<file path="src/source/fetch_pkg.sv">
// ######################################
// Fetch front end shared types
// Instruction views, decode fields, APB
// ######################################
package fetch_pkg;

    typedef logic [31:0] word_t;                 // Data or address word

    // Register-register layout of an instruction
    typedef struct packed {
        logic [6:0] funct7;                      // Upper function bits
        logic [4:0] rs2;                         // Second source register
        logic [4:0] rs1;                         // First source register
        logic [2:0] funct3;                      // Minor function code
        logic [4:0] rd;                          // Destination register
        logic [6:0] opcode;                      // Major opcode
    } r_view_t;

    // Register-immediate layout of the same word
    typedef struct packed {
        logic [11:0] imm12;                      // 12-bit immediate
        logic [4:0]  rs1;                        // Base or source register
        logic [2:0]  funct3;                     // Minor function code
        logic [4:0]  rd;                         // Destination register
        logic [6:0]  opcode;                     // Major opcode
    } i_view_t;

    typedef union packed {
        r_view_t r_view;                         // R-type decoding
        i_view_t i_view;                         // I-type decoding
    } insn_u;

    typedef enum logic [1:0] {
        fmt_r     = 2'd0,                        // Register-register ALU
        fmt_i     = 2'd1,                        // Immediate, load, jalr
        fmt_s     = 2'd2,                        // Store
        fmt_other = 2'd3                         // Anything else
    } fmt_e;

    typedef struct packed {
        fmt_e       fmt;                         // Format class
        logic [4:0] rd;                          // Destination register
        logic [4:0] rs1;                         // First source register
        logic [4:0] rs2;                         // Second source register
        word_t      imm;                         // Sign-extended immediate
        logic       valid;                       // Stage holds a live insn
    } id_fields_t;

    typedef struct packed {
        logic  psel;                             // Slave selected
        logic  penable;                          // Access phase
        logic  pwrite;                           // Write when high
        word_t paddr;                            // Byte address
        word_t pwdata;                           // Write data
    } apb_req_t;

    typedef struct packed {
        word_t prdata;                           // Read data
        logic  pready;                           // Transfer complete
        logic  pslverr;                          // Range or alignment fault
    } apb_rsp_t;

    localparam word_t isa_nop = 32'h0000_0013;   // addi x0 x0 0

endpackage

</file>
<file path="src/source/if_reg.sv">
// ######################################
// Program counter and IF/ID register
// ######################################
`timescale 1ns/1ps

module if_reg (
    input  logic             clk,
    input  logic             arst_n,
    input  logic             stall,                 // Hold everything
    input  logic             flush,                 // Squash and redirect
    input  logic             br_taken,              // Branch resolved taken
    input  fetch_pkg::word_t new_pc,                // Flush target
    input  fetch_pkg::word_t br_addr,               // Branch target
    input  fetch_pkg::word_t fetch_insn,            // Word from memory
    output fetch_pkg::word_t if_pc,                 // PC and fetch address
    output fetch_pkg::word_t if_pc_plus4,           // Next sequential PC
    output fetch_pkg::word_t if_insn,               // Latched instruction
    output logic             if_en                  // Latched insn is live
);
    import fetch_pkg::*;

    assign if_pc_plus4 = if_pc + 32'd4;

    // Priority is stall then flush then branch
    always_ff @(posedge clk or negedge arst_n)
    begin
        if (!arst_n)
        begin
            if_pc   <= '0;                          // Boot from address zero
            if_insn <= isa_nop;
            if_en   <= 1'b0;
        end
        else if (!stall)
        begin
            if (flush)
            begin
                if_pc   <= new_pc;                  // Redirect
                if_insn <= isa_nop;                 // Bubble into decode
                if_en   <= 1'b0;
            end
            else if (br_taken)
            begin
                if_pc   <= br_addr;                 // Jump to target
                if_insn <= fetch_insn;              // Current fetch stays valid
                if_en   <= 1'b1;
            end
            else
            begin
                if_pc   <= if_pc_plus4;             // Sequential step
                if_insn <= fetch_insn;
                if_en   <= 1'b1;
            end
        end
    end

endmodule

</file>
<file path="config.mk">
export PLATFORM = sky130hd
export DESIGN_NAME = if_reg
export DESIGN_NICKNAME = d
export VERILOG_FILES = /design/src/source/fetch_pkg.sv /design/src/source/if_reg.sv
export SDC_FILE = /design/constraint.sdc
export NUM_CORES = 1
export LEC_CHECK = 0
export BUFFER_PORTS_ARGS = -buffer_cell sky130_fd_sc_hd__buf_2
export CAP_MARGIN = 20
export CORE_MARGIN = 2
export CORE_UTILIZATION = 30
export DETAILED_ROUTE_END_ITERATION = 16
export GPL_ROUTABILITY_DRIVEN = 0
export PLACE_DENSITY_LB_ADDON = 0.2
export SLEW_MARGIN = 20
export SYNTH_ARGS = -nofsm -noshare
export SYNTH_HDL_FRONTEND = slang
export SYNTH_SLANG_ARGS = --single-unit
</file>
<file path="constraint.sdc">
create_clock -name clk -period 5.1 [get_ports clk]
set_clock_uncertainty 0.05 [all_clocks]
set_input_delay 1.02 -clock clk [delete_from_list [all_inputs] [get_ports clk]]
set_output_delay 1.02 -clock clk [all_outputs]
set_load 0.005 [all_outputs]
</file>
After elaboration in Yosys (flattened, before gate mapping)

Cells that the tools add are included.

Memory bits (writable): 0
Bits in read-only memories: 0
Latch bits: 0
Input port bits: 101
Logic and storage cells: 8
Memories kept: 0
Output and inout port bits: 97
Register bits after elaboration: 65

$mul: 0
Mux-type cells: 4
$add $sub $neg: 1
Div/mod/pow operators: 0
Equal/unequal tests: 0
Shift operators: 0
Bitwise logic cells: 0
$lt $le $gt $ge: 0
Reductions and logical operators: 0

Operators with widths:

| cell                  | count |
|---|---|
| $mux 32               | 3 |
| $add 32x3->32 const B | 1 |
| $mux 1                | 1 |

Depth between registers and ports, before layout

Depth after elaboration: 3
Mapped depth: 8
Mapped depth without buffers: 6

Worst setup path before layout

Ideal clock, no wire load.

Path type: register -> output
Start point: register if_pc[2]
End point: output if_pc_plus4[30]
Buffers on the path: 0
Required time: 4.030 ns
Data arrival time: 1.704 ns
Setup slack: 2.326 ns
Stages on the path, launching flop included: 6
Cell sequence: dfrtp_1 > ha_1 > nand3_1 > nor4_4 > nor4b_4 > xor2_1

Cells in the longest elaborated chain, start to end: 1

Ends and longest elaborated chain:

| what                   | line         | text |
|---|---|---|
| start, declared        | if_reg.sv:15 | `output fetch_pkg::word_t if_pc,` |
| start signal, assigned | if_reg.sv:37 | `if_pc <= new_pc;` |
| start signal, assigned | if_reg.sv:43 | `if_pc <= br_addr;` |
| start signal, assigned | if_reg.sv:49 | `if_pc <= if_pc_plus4;` |
| $add 32x3->32          | if_reg.sv:22 | `assign if_pc_plus4 = if_pc + 32'd4;` |
| end, declared          | if_reg.sv:16 | `output fetch_pkg::word_t if_pc_plus4,` |

Every way passes these cells.

Worst setup path in the final report

Same ends and word-level chain as after synthesis.

==> results.md <==
- The clock period minus final worst setup slack is 3631 ps.
- The number of failing setup endpoints in the final timing report is 0.
- Synthesis produced a netlist whose cell count is 444.
- The net count after synthesis is 546.
- The type of the worst setup path is register to output pin.
- The reg-to-reg setup timing slack is 2650 ps.
- TritonCTS created 9 clock buffers.
- TritonCTS built the clock tree.
- For this design, the CTS-stage hold fixing added 0 buffers.
- The worst hold path begins at if_insn[22].
- The detailed-route wire length per cell is 15.79 µm.
- The hold violation count in the final report is 0.
- The maximum clock rate is 275.4 MHz.
- The post-cts repair resize count is 0.
- The flow ran to the end, and the final reports show no timing, DRC or antenna violations.
- The worst hold path terminates at if_insn[22].
- The endpoint of the worst register-to-register path is if_pc[28].
- The dominant combinational cell family by area after synthesis is compound AO/OA/AOI/OAI gates.
- The largest fanout of any net on the critical path is 10.
- The share of synthesized registers carrying an async set or reset is 100.0%.
- The launching point of the worst reg2reg path is if_pc[2].
- Summing all multi-input logic gate instances after layout gives 0.002052 mm².
- Yosys mapped a number of flops with a built-in enable equal to 0.
- Across every metal layer, demand over resource in global routing totals 18.21%.
- The via density per instance is 4.910.
- The count of pins over their slew limit is 0.
- Headroom to the max-slew limit came out at 28.71%.
- The initial antenna violation count is 0.
- The number of global-route vias before repair is 3911.
- The clock tree synthesis step divided the H-tree into 3 levels.
- The total overflow left after global routing is 0.
- The core region is 0.01262 mm².
- After detailed routing, the total wire length is 12520 µm.
- Data on the critical path arrives at its endpoint at 2560 ps.
- The total via count in the routed design is 3894.
- The post-CTS setup-driven buffer insertion count is 0.
- The worst hold slack is 432.0 ps.
- Synthesis inferred 65 register bits.
- The path class of the tightest hold or removal check is register to register.
- The clock latency at the later pin of the worst-skew pair is 330 ps.
- The post-synthesis instance area is 0.003886 mm².
- The reported leakage power is 2.589 nW.
- STA puts the critical path data required time at 4030 ps.
- The synthesized area divided by synthesized cell count is 8.753 µm².
- The area overhead of the layout relative to synthesis is 34.87%.
- The sequential cell area fraction in the yosys report is 41.95%.
- The initial utilization of the core area, before any placement, comes to 30.80%.
- Across the run, the number of max-cap violations was 0.
- Measured along the x axis, the die boundary spans 117.8 µm.
- The number of remaining DRC errors is 0.
- The setup TNS is 0 ps.
- The maximum number of pins on one net before global-route repair is 80.
- The compound-gate portion of the synthesized area is 23.79%.
- The total power divided by cell area is 298.2 mW/mm².
- The depth of the most critical reg-to-reg path is 6.
- For the pin with the worst max-slew slack, the measured transition is 1065 ps.
- The number of antenna diodes in the final layout is 0.
- The share of synthesized cell area in full adder, half adder and majority cells is 0.3220%.
- The number of synthesis warnings is 0.
- The half-perimeter wire length after detailed placement is 8848 µm.
- The clock passes through at most 2 buffers.
- Fill cells in the final layout number 1319.
- The count of antenna-violating nets left after detailed routing is 0.
- The count of pins on the block boundary is 198.
- The worst-case IR drop observed on VDD is 123.9 µV.
- After the last flow step, the layout net total stands at 718.
- The global-route wire length before repair is 20390 µm.
- The initialized floorplan defines 41 standard-cell rows.
- STA classifies the critical path startpoint as a register.
- The post-route netlist has 37.52% of its cells at a drive strength greater than 1.
- The storage element area is 0.001630 mm².
- The first detailed-routing pass took 4 iterations.
- The die covers 0.01388 mm².
- The post-synthesis share of cell area spent on xor and xnor gates is 6.310%.
- The detailed router finished its first iteration with 322 violations.
- The total number of clock tree sinks is 65.
- The share of the cycle needed by the critical path after routing is 71.19%.
- CTS placed an instance of sky130_fd_sc_hd__clkbuf_16 at the clock tree root.
- Setup repair after global routing left no endpoint under its margin.
- The most used flip-flop cell after synthesis is sky130_fd_sc_hd__dfrtp_1.
- The mux contribution to synthesized area is 0.8049%.
- Summing the areas of all and, or, nand and nor instances in the mapped netlist gives 21.28% of the synthesized area.
- The number of unique standard cell types used by synthesis is 57.
- The nature of the critical path endpoint is an output pin.
- After clock tree synthesis, the clock-pin slew on the worst setup and hold paths is 60 ps.
- The worst hold path stage count is 2.
- The count of input and output buffers is 197.
- The floorplan die height is 117.8 µm.
==> how the worst max path moves through the flow <==
stage / to / cells after the start / slack (ps) / start
final: if_pc_plus4[30] / 6 / 1470 / if_pc[2]
after global routing: if_pc_plus4[30] / 6 / 1200 / if_pc[2]
after CTS: if_pc_plus4[30] / 6 / 1450 / if_pc[2]
after detailed placement: if_pc_plus4[30] / 6 / 1820 / if_pc[2]
after global placement: if_pc_plus4[27] / 5 / 1580 / if_pc[2]
after floorplan: if_pc_plus4[30] / 5 / 2330 / if_pc[2]
==> area by class of cell <==
| type | count | share of cell area, % |
|---|---|---|
| clock inverter | 4 | 0.8594 |
| tap | 172 | 4.106 |
| multi-input combinational | 327 | 39.15 |
| timing repair buffer | 200 | 19.34 |
| sequential | 65 | 31.11 |
| inverter | 13 | 0.9310 |
| clock buffer | 12 | 4.512 |
==> layer usage <==
| metal | share of wire, % | vias to the layer above | GRT usage [%] |
|---|---|---|---|
| li1 | - | 1931 | - |
| met1 | 43 | 1778 | 22.81 |
| met5 | 0 | - | 0 |
| met3 | 8.1 | 26 | 5.329 |
| met4 | 2.8 | 0 | 8.133 |
| met2 | 46 | 159 | 29.03 |
==> per-stage QoR <==
step                setup slack [ps]  cell area, µm²  util (%)  instances  power (mW)
floorplan                       2326            3886         -        444      0.8013
global placement                1579            4951     39.23        777      0.9770
detailed placement              1819            4960     39.30        777      0.9820
CTS                             1452            5241     41.53        793       1.594
global route                    1201            5241     41.53        793       1.660
finish                          1469            5241     41.53        793       1.563
==> cells in the mapped netlist (3+ instances only) <==
master | instances | share of area [%]
sky130_fd_sc_hd__a21oi_1 | 26 | 3.3
sky130_fd_sc_hd__a222oi_1 | 7 | 1.8
sky130_fd_sc_hd__a22o_1 | 4 | 0.90
sky130_fd_sc_hd__a22oi_1 | 14 | 2.7
sky130_fd_sc_hd__a31oi_1 | 3 | 0.48
sky130_fd_sc_hd__and3_1 | 3 | 0.48
sky130_fd_sc_hd__buf_1 | 6 | 0.58
sky130_fd_sc_hd__buf_2 | 7 | 0.90
sky130_fd_sc_hd__buf_4 | 3 | 0.58
sky130_fd_sc_hd__clkbuf_1 | 23 | 2.2
sky130_fd_sc_hd__dfrtp_1 | 62 | 40
sky130_fd_sc_hd__dfstp_2 | 3 | 2.0
sky130_fd_sc_hd__inv_1 | 13 | 1.3
sky130_fd_sc_hd__nand2_1 | 42 | 4.1
sky130_fd_sc_hd__nand2b_1 | 29 | 4.7
sky130_fd_sc_hd__nand3_1 | 11 | 1.4
sky130_fd_sc_hd__nand4_1 | 5 | 0.80
sky130_fd_sc_hd__nor2_1 | 31 | 3.0
sky130_fd_sc_hd__nor2b_1 | 4 | 0.64
sky130_fd_sc_hd__nor3_1 | 6 | 0.77
sky130_fd_sc_hd__o21ai_0 | 55 | 7.1
sky130_fd_sc_hd__o21bai_1 | 3 | 0.58
sky130_fd_sc_hd__o22ai_1 | 9 | 1.4
sky130_fd_sc_hd__o2bb2ai_1 | 3 | 0.68
sky130_fd_sc_hd__o31a_1 | 8 | 1.8
sky130_fd_sc_hd__xnor2_1 | 16 | 3.6
sky130_fd_sc_hd__xor2_1 | 12 | 2.7
==> placed cells by master (no fill, tap or decap), drive strengths merged, types with 4 or more instances in the layout <==
master and count:
nor3 7, dfrtp 62, a22o 4, inv 13, nand2 42, o31a 9
o22ai 9, a222oi 7, nor4 4, and3 5, nand3 12, a22oi 14
nand2b 29, nand4 7, nor2b 4, xor2 12, buf 200, a21oi 26
clkbuf 12, nor2 31, xnor2 16, o21ai 57
==> cells by family after synthesis <==
logic type / after synthesis
muxes: 3
adders and majority gates: 1
AOI/OAI and AO/OA: 146
xor gates and xnor gates: 28
buffers and inverters: 52
DFF: 65
and+or+nand+nor: 149
==> power by group <==
part           switching [mW]  internal, mW  leakage (nW)
combinational           0.167         0.161          1.64
sequential             0.0685         0.572         0.814
clock                   0.219         0.376         0.140
total                   0.454          1.11          2.59
==> critical path, stage by stage, from the launching register on <==
cell                      delay, ps
sky130_fd_sc_hd__dfrtp_1        430
sky130_fd_sc_hd__ha_1           210
sky130_fd_sc_hd__nand3_1        330
sky130_fd_sc_hd__nor4_4         600
sky130_fd_sc_hd__nor4b_4        370
sky130_fd_sc_hd__xor2_1         160
sky130_fd_sc_hd__buf_2          130
==> registers in the layout, indices dropped and copies added, names as in the netlist <==
| name | cells |
|---|---|
| if_pc | 32 |
| if_insn | 32 |
| if_en | 1 |
Note: power is estimated with default switching activity, not from simulation.
