[config.mk]
export PLATFORM = sky130hd
export DESIGN_NAME = insn_predecode
export DESIGN_NICKNAME = d
export VERILOG_FILES = /design/src/source/fetch_pkg.sv /design/src/source/insn_predecode.sv
export SDC_FILE = /design/constraint.sdc
export NUM_CORES = 1
export LEC_CHECK = 0
export BUFFER_PORTS_ARGS = -buffer_cell sky130_fd_sc_hd__buf_2
export CORE_MARGIN = 2
export CORE_UTILIZATION = 27
export DETAILED_ROUTE_END_ITERATION = 10
export PLACE_DENSITY_LB_ADDON = 0.2
export SLEW_MARGIN = 20
export SYNTH_ARGS = -nofsm -noshare
export SYNTH_HDL_FRONTEND = slang
export SYNTH_SLANG_ARGS = --single-unit
[constraint.sdc]
create_clock -name vclk -period 2.1
set_clock_uncertainty 0.1 [all_clocks]
set_input_delay 0.105 -clock vclk [all_inputs]
set_output_delay 0.105 -clock vclk [all_outputs]
set_load 0.1 [all_outputs]
[src/source/fetch_pkg.sv]
// ######################################
// Fetch front end shared types
// Instruction views, decode fields, APB
// ######################################
package fetch_pkg;

    typedef logic [31:0] word_t;                 // Data or address word

    // Register-register layout of an instruction
    typedef struct packed {
        logic [6:0] funct7;                      // Upper function bits
        logic [4:0] rs2;                         // Second source register
        logic [4:0] rs1;                         // First source register
        logic [2:0] funct3;                      // Minor function code
        logic [4:0] rd;                          // Destination register
        logic [6:0] opcode;                      // Major opcode
    } r_view_t;

    // Register-immediate layout of the same word
    typedef struct packed {
        logic [11:0] imm12;                      // 12-bit immediate
        logic [4:0]  rs1;                        // Base or source register
        logic [2:0]  funct3;                     // Minor function code
        logic [4:0]  rd;                         // Destination register
        logic [6:0]  opcode;                     // Major opcode
    } i_view_t;

    typedef union packed {
        r_view_t r_view;                         // R-type decoding
        i_view_t i_view;                         // I-type decoding
    } insn_u;

    typedef enum logic [1:0] {
        fmt_r     = 2'd0,                        // Register-register ALU
        fmt_i     = 2'd1,                        // Immediate, load, jalr
        fmt_s     = 2'd2,                        // Store
        fmt_other = 2'd3                         // Anything else
    } fmt_e;

    typedef struct packed {
        fmt_e       fmt;                         // Format class
        logic [4:0] rd;                          // Destination register
        logic [4:0] rs1;                         // First source register
        logic [4:0] rs2;                         // Second source register
        word_t      imm;                         // Sign-extended immediate
        logic       valid;                       // Stage holds a live insn
    } id_fields_t;

    typedef struct packed {
        logic  psel;                             // Slave selected
        logic  penable;                          // Access phase
        logic  pwrite;                           // Write when high
        word_t paddr;                            // Byte address
        word_t pwdata;                           // Write data
    } apb_req_t;

    typedef struct packed {
        word_t prdata;                           // Read data
        logic  pready;                           // Transfer complete
        logic  pslverr;                          // Range or alignment fault
    } apb_rsp_t;

    localparam word_t isa_nop = 32'h0000_0013;   // addi x0 x0 0

endpackage

[src/source/insn_predecode.sv]
// ######################################
// Pre-decoder for the IF/ID instruction
// Format class, registers, immediate
// ######################################
`timescale 1ns/1ps

module insn_predecode (
    input  fetch_pkg::word_t     if_insn,           // Latched instruction
    input  logic                 if_en,             // Latched insn is live
    output fetch_pkg::id_fields_t id_fields         // Fields for decode
);
    import fetch_pkg::*;

    localparam logic [6:0] op_reg   = 7'b0110011;   // ALU register-register
    localparam logic [6:0] op_imm   = 7'b0010011;   // ALU immediate
    localparam logic [6:0] op_load  = 7'b0000011;   // Loads
    localparam logic [6:0] op_jalr  = 7'b1100111;   // Indirect jump
    localparam logic [6:0] op_store = 7'b0100011;   // Stores

    insn_u       insn;                              // Two views of one word
    fmt_e        fmt;
    logic [11:0] imm12;                             // Raw immediate bits

    assign insn = if_insn;

    always_comb
    begin
        case (insn.r_view.opcode)
            op_reg:
                fmt = fmt_r;
            op_imm, op_load, op_jalr:
                fmt = fmt_i;
            op_store:
                fmt = fmt_s;
            default:
                fmt = fmt_other;
        endcase
    end

    // S-type splits its immediate around rs2 and rs1
    always_comb
    begin
        case (fmt)
            fmt_i:
                imm12 = insn.i_view.imm12;
            fmt_s:
                imm12 = {insn.r_view.funct7, insn.r_view.rd};
            default:
                imm12 = '0;                         // No immediate
        endcase
    end

    assign id_fields.fmt   = fmt;
    assign id_fields.rd    = insn.i_view.rd;        // Same bits in both views
    assign id_fields.rs1   = insn.i_view.rs1;
    assign id_fields.rs2   = insn.r_view.rs2;       // Raw for every format
    assign id_fields.imm   = {{20{imm12[11]}}, imm12};  // Sign bit is insn bit 31
    assign id_fields.valid = if_en;

endmodule

=== After elaboration in Yosys (flattened, before gate mapping) ===
Cells that the tools add are included.

* Flip-flop bits (word level): 0
* Input port bits: 33
* Output and inout bits: 50
* Word-level logic and storage cells: 10

* Eq/ne operators: 7
* Muxes and demuxes: 2
* Reduce and logical (&&, ||, !) cells: 1

{| class="wikitable"
|+ Operators with widths
! cell !! number
|-
| $pmux W12 S2 || 1
|-
| $eq A7 B6 Y1 const B || 2
|-
| $eq A7 B2 Y1 const B || 1
|-
| $eq A7 B5 Y1 const B || 1
|-
| $eq A7 B7 Y1 const B || 1
|-
| $pmux W2 S3 || 1
|-
| $reduce_or A3 Y1 || 1
|-
| $eq A2 B1 Y1 const B || 1
|-
| $eq A2 B2 Y1 const B || 1
|}

=== Longest topological paths before layout ===
Gate-level depths: netlist (run 1).

* Depth in word-level cells: 5
* Gate-level depth with buffers: 8
* Depth with buffers taken out: 7

=== Least setup slack after synthesis (run 1) ===
OpenSTA, ideal clock, no wires.

* Path type: in2out
* From: input if_insn[3]
* To: output id_fields[13] (netlist bit)
* Arrival time: 2.775 ns
* Data required time: 1.895 ns
* Slack: -0.880 ns
* Stages: 7
* Buffers on the path: 1
* Cell sequence: and3b_2 nand3_2 or2_1 ha_1 nor2_2 and2_1 buf_4

{| class="wikitable"
|+ RTL lines
! what !! RTL line !! source
|-
| from (decl) || insn_predecode.sv:8 || <nowiki>input fetch_pkg::word_t if_insn,</nowiki>
|-
| to (decl) || insn_predecode.sv:10 || <nowiki>output fetch_pkg::id_fields_t id_fields</nowiki>
|}

==> results_dict.tcl, run 1 <==
set metrics [dict create \
    status "finished clean" \
    hold_buffers 0 \
    rsz0062_at_grt "no" \
    final_nets 147 \
    drive_gt1_frac 0.807 \
    grt_pass1_vias 480 \
    cp-end-kind "primary output" \
    final-max-slew-violation-count 0 \
    hold_viol 0 \
    multi_input_comb_area_um2 267 \
    grt_usage 0.113 \
    setup_viol 0 \
    drt_pre_antenna_iters 4 \
    fin_crit_sh 0.936 \
    worstHoldPathType "primary input to primary output" \
    max_freq_ghz 0.509 \
    coreArea_um2 1750 \
    start_kind "primary input" \
    regArea_um2 0 \
    seq_cells 0 \
    seq_area_frac_synth 0 \
    n_fill_cell 133 \
    drcViolationCount 0 \
    synth_cells 71 \
    synth_cell_type_count 16 \
    rows 15 \
    antenna_found_initial 0 \
    worstPathRequired_ns 1.89 \
    antennaDiodeCount 0 \
    ios 83 \
    via_per_inst 4.11 \
    detail-route-antenna-nets 0 \
    cts-resized-gates 0 \
    syn-cell-area_um2 505 \
    fp.dieW_um 47.3 \
    cts_setup_buffers 0 \
    max_slew.worst_pin.slew_ns 0.490 \
    fin_util 0.678 \
    num_vias 551 \
    peakVddDrop_v 0.000134 \
    die_h_um 47.3 \
    wire_per_inst_um 10.3 \
    worstPathArrival_ns 1.76 \
    grt-ovfl-total 0 \
    drtIter0Drc 6 \
    crit_type "primary input to primary output" \
    synthToLayoutAreaGrowth_pct 134 \
    tns_ns 0 \
    portBuffers 68 \
    wl_um 1390 \
    place_congestion 0.664 \
    synth_nets 107 \
    grt_pass1_wl_um 1900 \
    grt_max_degree 12 \
    fp.dieArea_um2 2230 \
    slew_headroom 0.676 \
    power_leakage_nw 0.531 \
    hpwl_um 1310 \
    start_util 0.290 \
    syn_area_per_cell_um2 7.12 \
    crit_fanout 11 \
    cap_violations 0 \
    n_clock_buffer 0 \
    powerDensity_nw_per_um2 115 \
    fin_crit_ns 1.96 \
    ys_warn_count 0 \
]
## synth_stat cells
library cell / instances / area [µm²]
and3b_2: 1 / 10.0
nor3_1: 1 / 5.00
a31o_2: 1 / 8.76
nor2_1: 8 / 30.0
nor2_2: 1 / 6.26
inv_1: 2 / 7.51
and2_1: 7 / 43.8
a22oi_1: 5 / 37.5
nand3_2: 1 / 10.0
ha_1: 3 / 37.5
buf_4: 36 / 270
nand2_1: 1 / 3.75
o21ai_2: 1 / 8.76
or2_1: 1 / 6.26
mux2i_1: 1 / 10.0
and4b_1: 1 / 10.0
## kinds of logic after synthesis
kind of cell / after synthesis / share of synthesized area
buffers and inverters: 38 / 0.550
AND/OR/NAND/NOR: 22 / 0.248
AO/OA/AOI/OAI: 7 / 0.109
adder cells (fa/ha/maj): 3 / 0.0743
multiplexers: 1 / 0.0198
## placed cells by master (no fill, tap or decap)
cell type  instances
ha_4               1
a31o_2             1
buf_2             36
nor2_1             3
buf_12            33
mux2i_2            1
nor2_2             5
nand3_2            1
ha_1               2
and2_1             6
or2_4              1
inv_1              2
and4b_1            1
buf_4              5
a22oi_1            5
and2_4             1
o21ai_2            1
nor2_4             1
and3b_2            1
nor3_1             1
nand2_1            1
## layout make-up
class                           instances  share of cell area
Inverter                                2             0.00634
Tap cell                               25              0.0264
Timing Repair Buffer                   74               0.742
Multi-Input combinational cell         33               0.225
## metal layers
layer	part of all wire	track usage	vias to the layer above	routed length, µm
met5	0	0	-	0
met4	0	0.0500	0	0
met3	0.13	0.0346	0	180
met2	0.54	0.197	40	746
met1	0.33	0.124	238	458
li1	-	-	273	-
## per-stage QoR
step | hold WS [ns] | setup slack [ns] | instances | total power [W] | area, µm²
5_1_grt | 0.110 | 0.0521 | 134 | 0.000142 | 1180
2_1_floorplan | 0.322 | -0.257 | 71 | 0.000166 | 736
4_1_cts | 0.111 | 0.113 | 134 | 0.000137 | 1180
6_report | 0.110 | 0.135 | 134 | 0.000136 | 1180
3_3_place_gp | 0.111 | 0.134 | 134 | 0.000135 | 1180
3_5_place_dp | 0.111 | 0.117 | 134 | 0.000137 | 1180
## worst max-delay path, cell delays in order
cell and delay [ns]:
buf_2 0.09, and3b_2 0.26, nand3_2 0.10, or2_4 0.27, ha_4 0.25, nor2_4 0.12, and2_4 0.19, buf_12 0.18
buf_12 0.19
## report_power, final
group	leakage (nW)	switching [W]	internal [W]
Clock	0	0	0
Combinational	0.531	0.000106	0.0000305
Sequential	0	0	0
Total	0.531	0.000106	0.0000305
## worst paths after layout
| check | startpoint | to | slack [ns] | cells after the start |
|---|---|---|---|---|
| max | if_insn[3] | id_fields[24] | 0.14 | 9 |
| min | if_en | id_fields[0] | 0.11 | 0 |
Power figures use the tool's default switching activity.
==> run 2: changes to the inputs <==
==> constraint.sdc (replaced) <==
create_clock -name vclk -period 2.1
set_clock_uncertainty 0.1 [all_clocks]
set_input_delay 0.105 -clock vclk [all_inputs]
set_output_delay 0.105 -clock vclk [all_outputs]
set_load 0.005 [all_outputs]
==> run 2 against run 1 <==
Die area stayed put. Non-clock buffer count fell by 3. Via count fell by 7.8%. Global-route usage decreased by 3.3 points. Worst hold slack barely moved. Final cell count down 2.2%. First-iteration DRC count down 83%. Critical path type unchanged. Critical endpoint is now id_fields[14]. Largest cell class unchanged.
==> results_dict.tcl, run 2 (synthesized netlist as in run 1, its figures left out) <==
set metrics [dict create \
    status "finished clean" \
    fin_cells 131 \
    rsz0062_at_grt "no" \
    final_cell_mix "buf_2 (68), nor2_1 (8), and2_1 (7)" \
    seq_cells 0 \
    max_slew.worst_pin.slew_ns 0.222 \
    pre_cts_slack_ns 0.191 \
    grt_usage 0.0803 \
    crit_chain "buf_2, and3b_2, nand3_2, or2_1, ha_1, nor2_1, nor2_2, and2_1, buf_12, buf_2" \
    antenna_found_initial 0 \
    die_h_um 47.3 \
    synthToLayoutAreaGrowth_pct 27.0 \
    fin_ws_ns 0.201 \
    cpMostUsedCell "buf_2" \
    post-place-cells 131 \
    via_per_inst 3.88 \
    antennaDiodeCount 0 \
    drcViolationCount 0 \
    cap_violations 0 \
    clkPwrFrac 0 \
    worstHoldPathType "primary input to primary output" \
    peakVddDrop_v 0.0000353 \
    max_freq_ghz 0.527 \
    detail-route-antenna-nets 0 \
    fp.dieW_um 47.3 \
    portBuffers 68 \
    fin_crit_sh 0.904 \
    drive_gt1_frac 0.717 \
    grt_pass1_vias 372 \
    hpwl_um 1020 \
    p_comb_frac 1.000 \
    grt_pass1_wl_um 1410 \
    tns_ns 0 \
    start_util 0.290 \
    drtIter0Drc 1 \
    slowest_delay_ns 0.26 \
    wl_um 1120 \
    worstPathRequired_ns 1.89 \
    hold_viol 0 \
    n_clock_buffer 0 \
    regArea_um2 0 \
    p_int_w 0.0000278 \
    hold_buffers 0 \
    power_switching_share 0.411 \
    p_sw_w 0.0000194 \
    fp.dieArea_um2 2230 \
    whs_ns 0.110 \
    cts_setup_buffers 0 \
    rows 15 \
    cp-end-kind "primary output" \
    fin_crit_ns 1.90 \
    hold_path_end "id_fields[40]" \
    wire_per_inst_um 8.57 \
    min-delay-start "if_insn[17]" \
    grt-ovfl-total 0 \
    crit_fanout 21 \
    powerDensity_nw_per_um2 73.6 \
    worstPathArrival_ns 1.69 \
    crit_family "simple AND/OR/NAND/NOR gates" \
    holdPathStages 0 \
    cts-resized-gates 0 \
    critPathSlowestCell "and3b_2" \
    drt_pre_antenna_iters 4 \
    crit_type "primary input to primary output" \
    setup_viol 0 \
    pwr-share-seq 0 \
    num_vias 508 \
    final-max-slew-violation-count 0 \
    start_kind "primary input" \
    place_congestion 0.652 \
    fin_util 0.368 \
    crit_buf_inv 3 \
    n_fill_cell 197 \
    slew_headroom 0.852 \
    ios 83 \
    power_leakage_nw 0.435 \
    final_nets 144 \
    coreArea_um2 1750 \
    layout_commonest_cell "buf_2" \
    grt_max_degree 22 \
]
## run 2: cell count changes in the layout (fill, tap and decap cells not counted), sizes merged
cell | before | now
buf | 74 | 71
## run 2: power groups by stage
stage	sequential (W)	clock, W	combinational, W
after floorplan	0	0	0.0000340
after global placement	0	0	0.0000472
after detailed placement	0	0	0.0000478
after CTS	0	0	0.0000480
after global routing	0	0	0.0000526
final	0	0	0.0000473
## run 2: metal layers
layer,share of wire,global-route usage
met1,0.37,0.0944
met2,0.50,0.165
met3,0.13,0.00385
met4,0,0
met5,0,0
## run 2: worst max-delay path by stage
stage                    start             to  slack [ns]  cells after the start
floorplan           if_insn[3]  id_fields[13]       0.009                      7
global placement    if_insn[3]  id_fields[13]        0.21                     10
detailed placement  if_insn[3]  id_fields[24]        0.19                     10
CTS                 if_insn[3]  id_fields[24]        0.19                     10
global route        if_insn[3]  id_fields[21]        0.09                     10
finish              if_insn[3]  id_fields[14]        0.20                     10
## run 2: layout make-up
cell class	instances	area [µm²]	area share
multi-input cells	33	228	0.355
inverters	2	7.51	0.0117
well taps	25	31.3	0.0487
repair buffers	71	375	0.585
## run 2: stage by stage
step,power (W),instance area (µm²)
CTS,0.0000480,642
finish,0.0000473,642
floorplan,0.0000340,505
global route,0.0000526,642
detailed placement,0.0000478,642
global placement,0.0000472,642
==> run 3: changes to the inputs <==
--- a/config.mk
+++ b/config.mk
@@ -5,6 +5,7 @@
 export SDC_FILE = /design/constraint.sdc
 export NUM_CORES = 1
 export LEC_CHECK = 0
+export ABC_AREA = 1
 export BUFFER_PORTS_ARGS = -buffer_cell sky130_fd_sc_hd__buf_2
 export CORE_MARGIN = 2
 export CORE_UTILIZATION = 27
==> run 3 against run 2 <==
Count of clock-buffer cells in the layout unchanged. Worst setup slack improved by 0.018 ns. Critical path depth is 2 higher. Area after synthesis is 4.7% higher. Total power rose by 7.7%. Final cell count is 16% higher. Via count up 12%. Flip-flop and latch count unchanged. Synthesized cell count up 30%. Worst hold slack is the same. Critical endpoint is now id_fields[29]. Largest power group unchanged.
==> results_dict.tcl, run 3 <==
set metrics [dict create \
    cts_setup_buffers 0 \
    crit_type "primary input to primary output" \
    hpwl_um 970 \
    setup_viol 0 \
    via_per_inst 3.74 \
    rows 16 \
    detail-route-antenna-nets 0 \
    yosys.area.top_type "buf_4" \
    grt_usage 0.0684 \
    netlist_top_cells_area "buf_4 (51%), nand2_1 (13%), inv_1 (9.2%)" \
    die_h_um 48.3 \
    final_nets 163 \
    pwr-share-seq 0 \
    synth_common_cells "buf_4 (36), nand2_1 (18), inv_1 (13)" \
    worstPathArrival_ns 1.68 \
    whs_ns 0.110 \
    fin_crit_sh 0.895 \
    num_vias 568 \
    portBuffers 68 \
    cap_violations 0 \
    n_clock_buffer 0 \
    crit_chain "buf_2, nand2_1, inv_1, nand2_1, nor2_1, nor2_2, inv_1, ha_1, o21bai_4, nor2_2, buf_6, buf_2" \
    grt_pass1_vias 312 \
    synth_cell_type_count 11 \
    layout_commonest_cell "buf_2" \
    syn-cell-area_um2 529 \
    final-max-slew-violation-count 0 \
    final_cell_mix "buf_2 (68), nand2_1 (18), inv_1 (13)" \
    grt_max_degree 22 \
    status "finished clean" \
    ios 83 \
    fp.dieArea_um2 2330 \
    max_freq_ghz 0.532 \
    grt_pass1_wl_um 1240 \
    regArea_um2 0 \
    power_leakage_nw 0.472 \
    hold_buffers 0 \
    synthMostInstantiatedCell "buf_4" \
    seq_cells 0 \
    crit_fanout 21 \
    n_fill_cell 223 \
    coreArea_um2 1900 \
    peakVddDrop_v 0.0000386 \
    drt_pre_antenna_iters 2 \
    yosysTopAreaCellShare 0.511 \
    slowest_delay_ns 0.37 \
    drcViolationCount 0 \
    place_congestion 0.679 \
    p_sw_w 0.0000223 \
    worstPathRequired_ns 1.89 \
    critPathSlowestCell "ha_1" \
    grt-ovfl-total 0 \
    pre_cts_slack_ns 0.0315 \
    drtIter0Drc 3 \
    start_kind "primary input" \
    seq_area_frac_synth 0 \
    ys_warn_count 0 \
    tns_ns 0 \
    synth_nets 128 \
    hold_viol 0 \
    synthToLayoutAreaGrowth_pct 24.1 \
    cp-end-kind "primary output" \
    antenna_found_initial 0 \
    p_comb_frac 1.000 \
    p_int_w 0.0000286 \
    wire_per_inst_um 7.24 \
    max_slew.worst_pin.slew_ns 0.277 \
    power_switching_share 0.439 \
    clkPwrFrac 0 \
    start_util 0.278 \
    worstHoldPathType "primary input to primary output" \
    drive_gt1_frac 0.576 \
    fin_cells 152 \
    post-place-cells 152 \
    antennaDiodeCount 0 \
    fp.dieW_um 48.3 \
    fin_ws_ns 0.220 \
    synth_cells 92 \
    fin_crit_ns 1.88 \
    wl_um 1100 \
    syn_area_per_cell_um2 5.75 \
    slew_headroom 0.815 \
    powerDensity_nw_per_um2 77.5 \
    rsz0062_at_grt "no" \
]
## run 3: final timing paths
kind	startpoint	endpoint	slack [ns]	depth (start not counted)
setup / recovery	if_insn[1]	id_fields[29]	0.22	12
hold / removal	if_en	id_fields[0]	0.11	0
## run 3: what timing repair did
item / 4_1_cts / 5_1_grt
gates resized for setup: 0 / 3
setup endpoints to repair: 0 / 21
hold endpoints to repair: 0 / 0
## run 3: logic make-up (layout without fill, tap and decap cells)
logic type	Yosys count	count (layout)	share of synthesized area
AOI/OAI and AO/OA	7	7	0.0780
adders and majority gates	3	3	0.0709
and+or+nand+nor	33	33	0.248
buffers and inverters	49	82	0.603
## run 3: final cells by class
cell class / count / area [µm²] / share of cell area
well taps: 27 / 33.8 / 0.0514
multi-input cells: 43 / 223 / 0.339
repair buffers: 69 / 352 / 0.535
inverters: 13 / 48.8 / 0.0743
## run 3: worst max-delay path, delay by kind of cell
family | cells | cell delay (ns)
AND/OR/NAND/NOR | 5 | 0.49
buffers and inverters | 5 | 0.46
adder cells (fa/ha/maj) | 1 | 0.37
AO/OA/AOI/OAI | 1 | 0.24
## run 3: layer usage
| metal | routed length [µm] | global-route usage | vias to the layer above | share of wire |
|---|---|---|---|---|
| li1 | - | - | 307 | - |
| met1 | 432 | 0.0967 | 234 | 0.39 |
| met2 | 549 | 0.121 | 27 | 0.50 |
| met3 | 119 | 0.00370 | 0 | 0.11 |
| met4 | 0 | 0 | 0 | 0 |
| met5 | 0 | 0 | - | 0 |
## run 3: power groups by stage
stage	registers (W)	clock network, W	logic [W]
global placement	0	0	0.0000504
global route	0	0	0.0000578
floorplan	0	0	0.0000375
CTS	0	0	0.0000512
finish	0	0	0.0000509
detailed placement	0	0	0.0000510
## run 3: stage by stage
stage | area [µm²] | util | power, W
2_1_floorplan | 532 | - | 0.0000375
3_3_place_gp | 643 | 0.338 | 0.0000504
3_5_place_dp | 643 | 0.338 | 0.0000510
4_1_cts | 643 | 0.338 | 0.0000512
5_1_grt | 657 | 0.345 | 0.0000578
6_report | 657 | 0.345 | 0.0000509
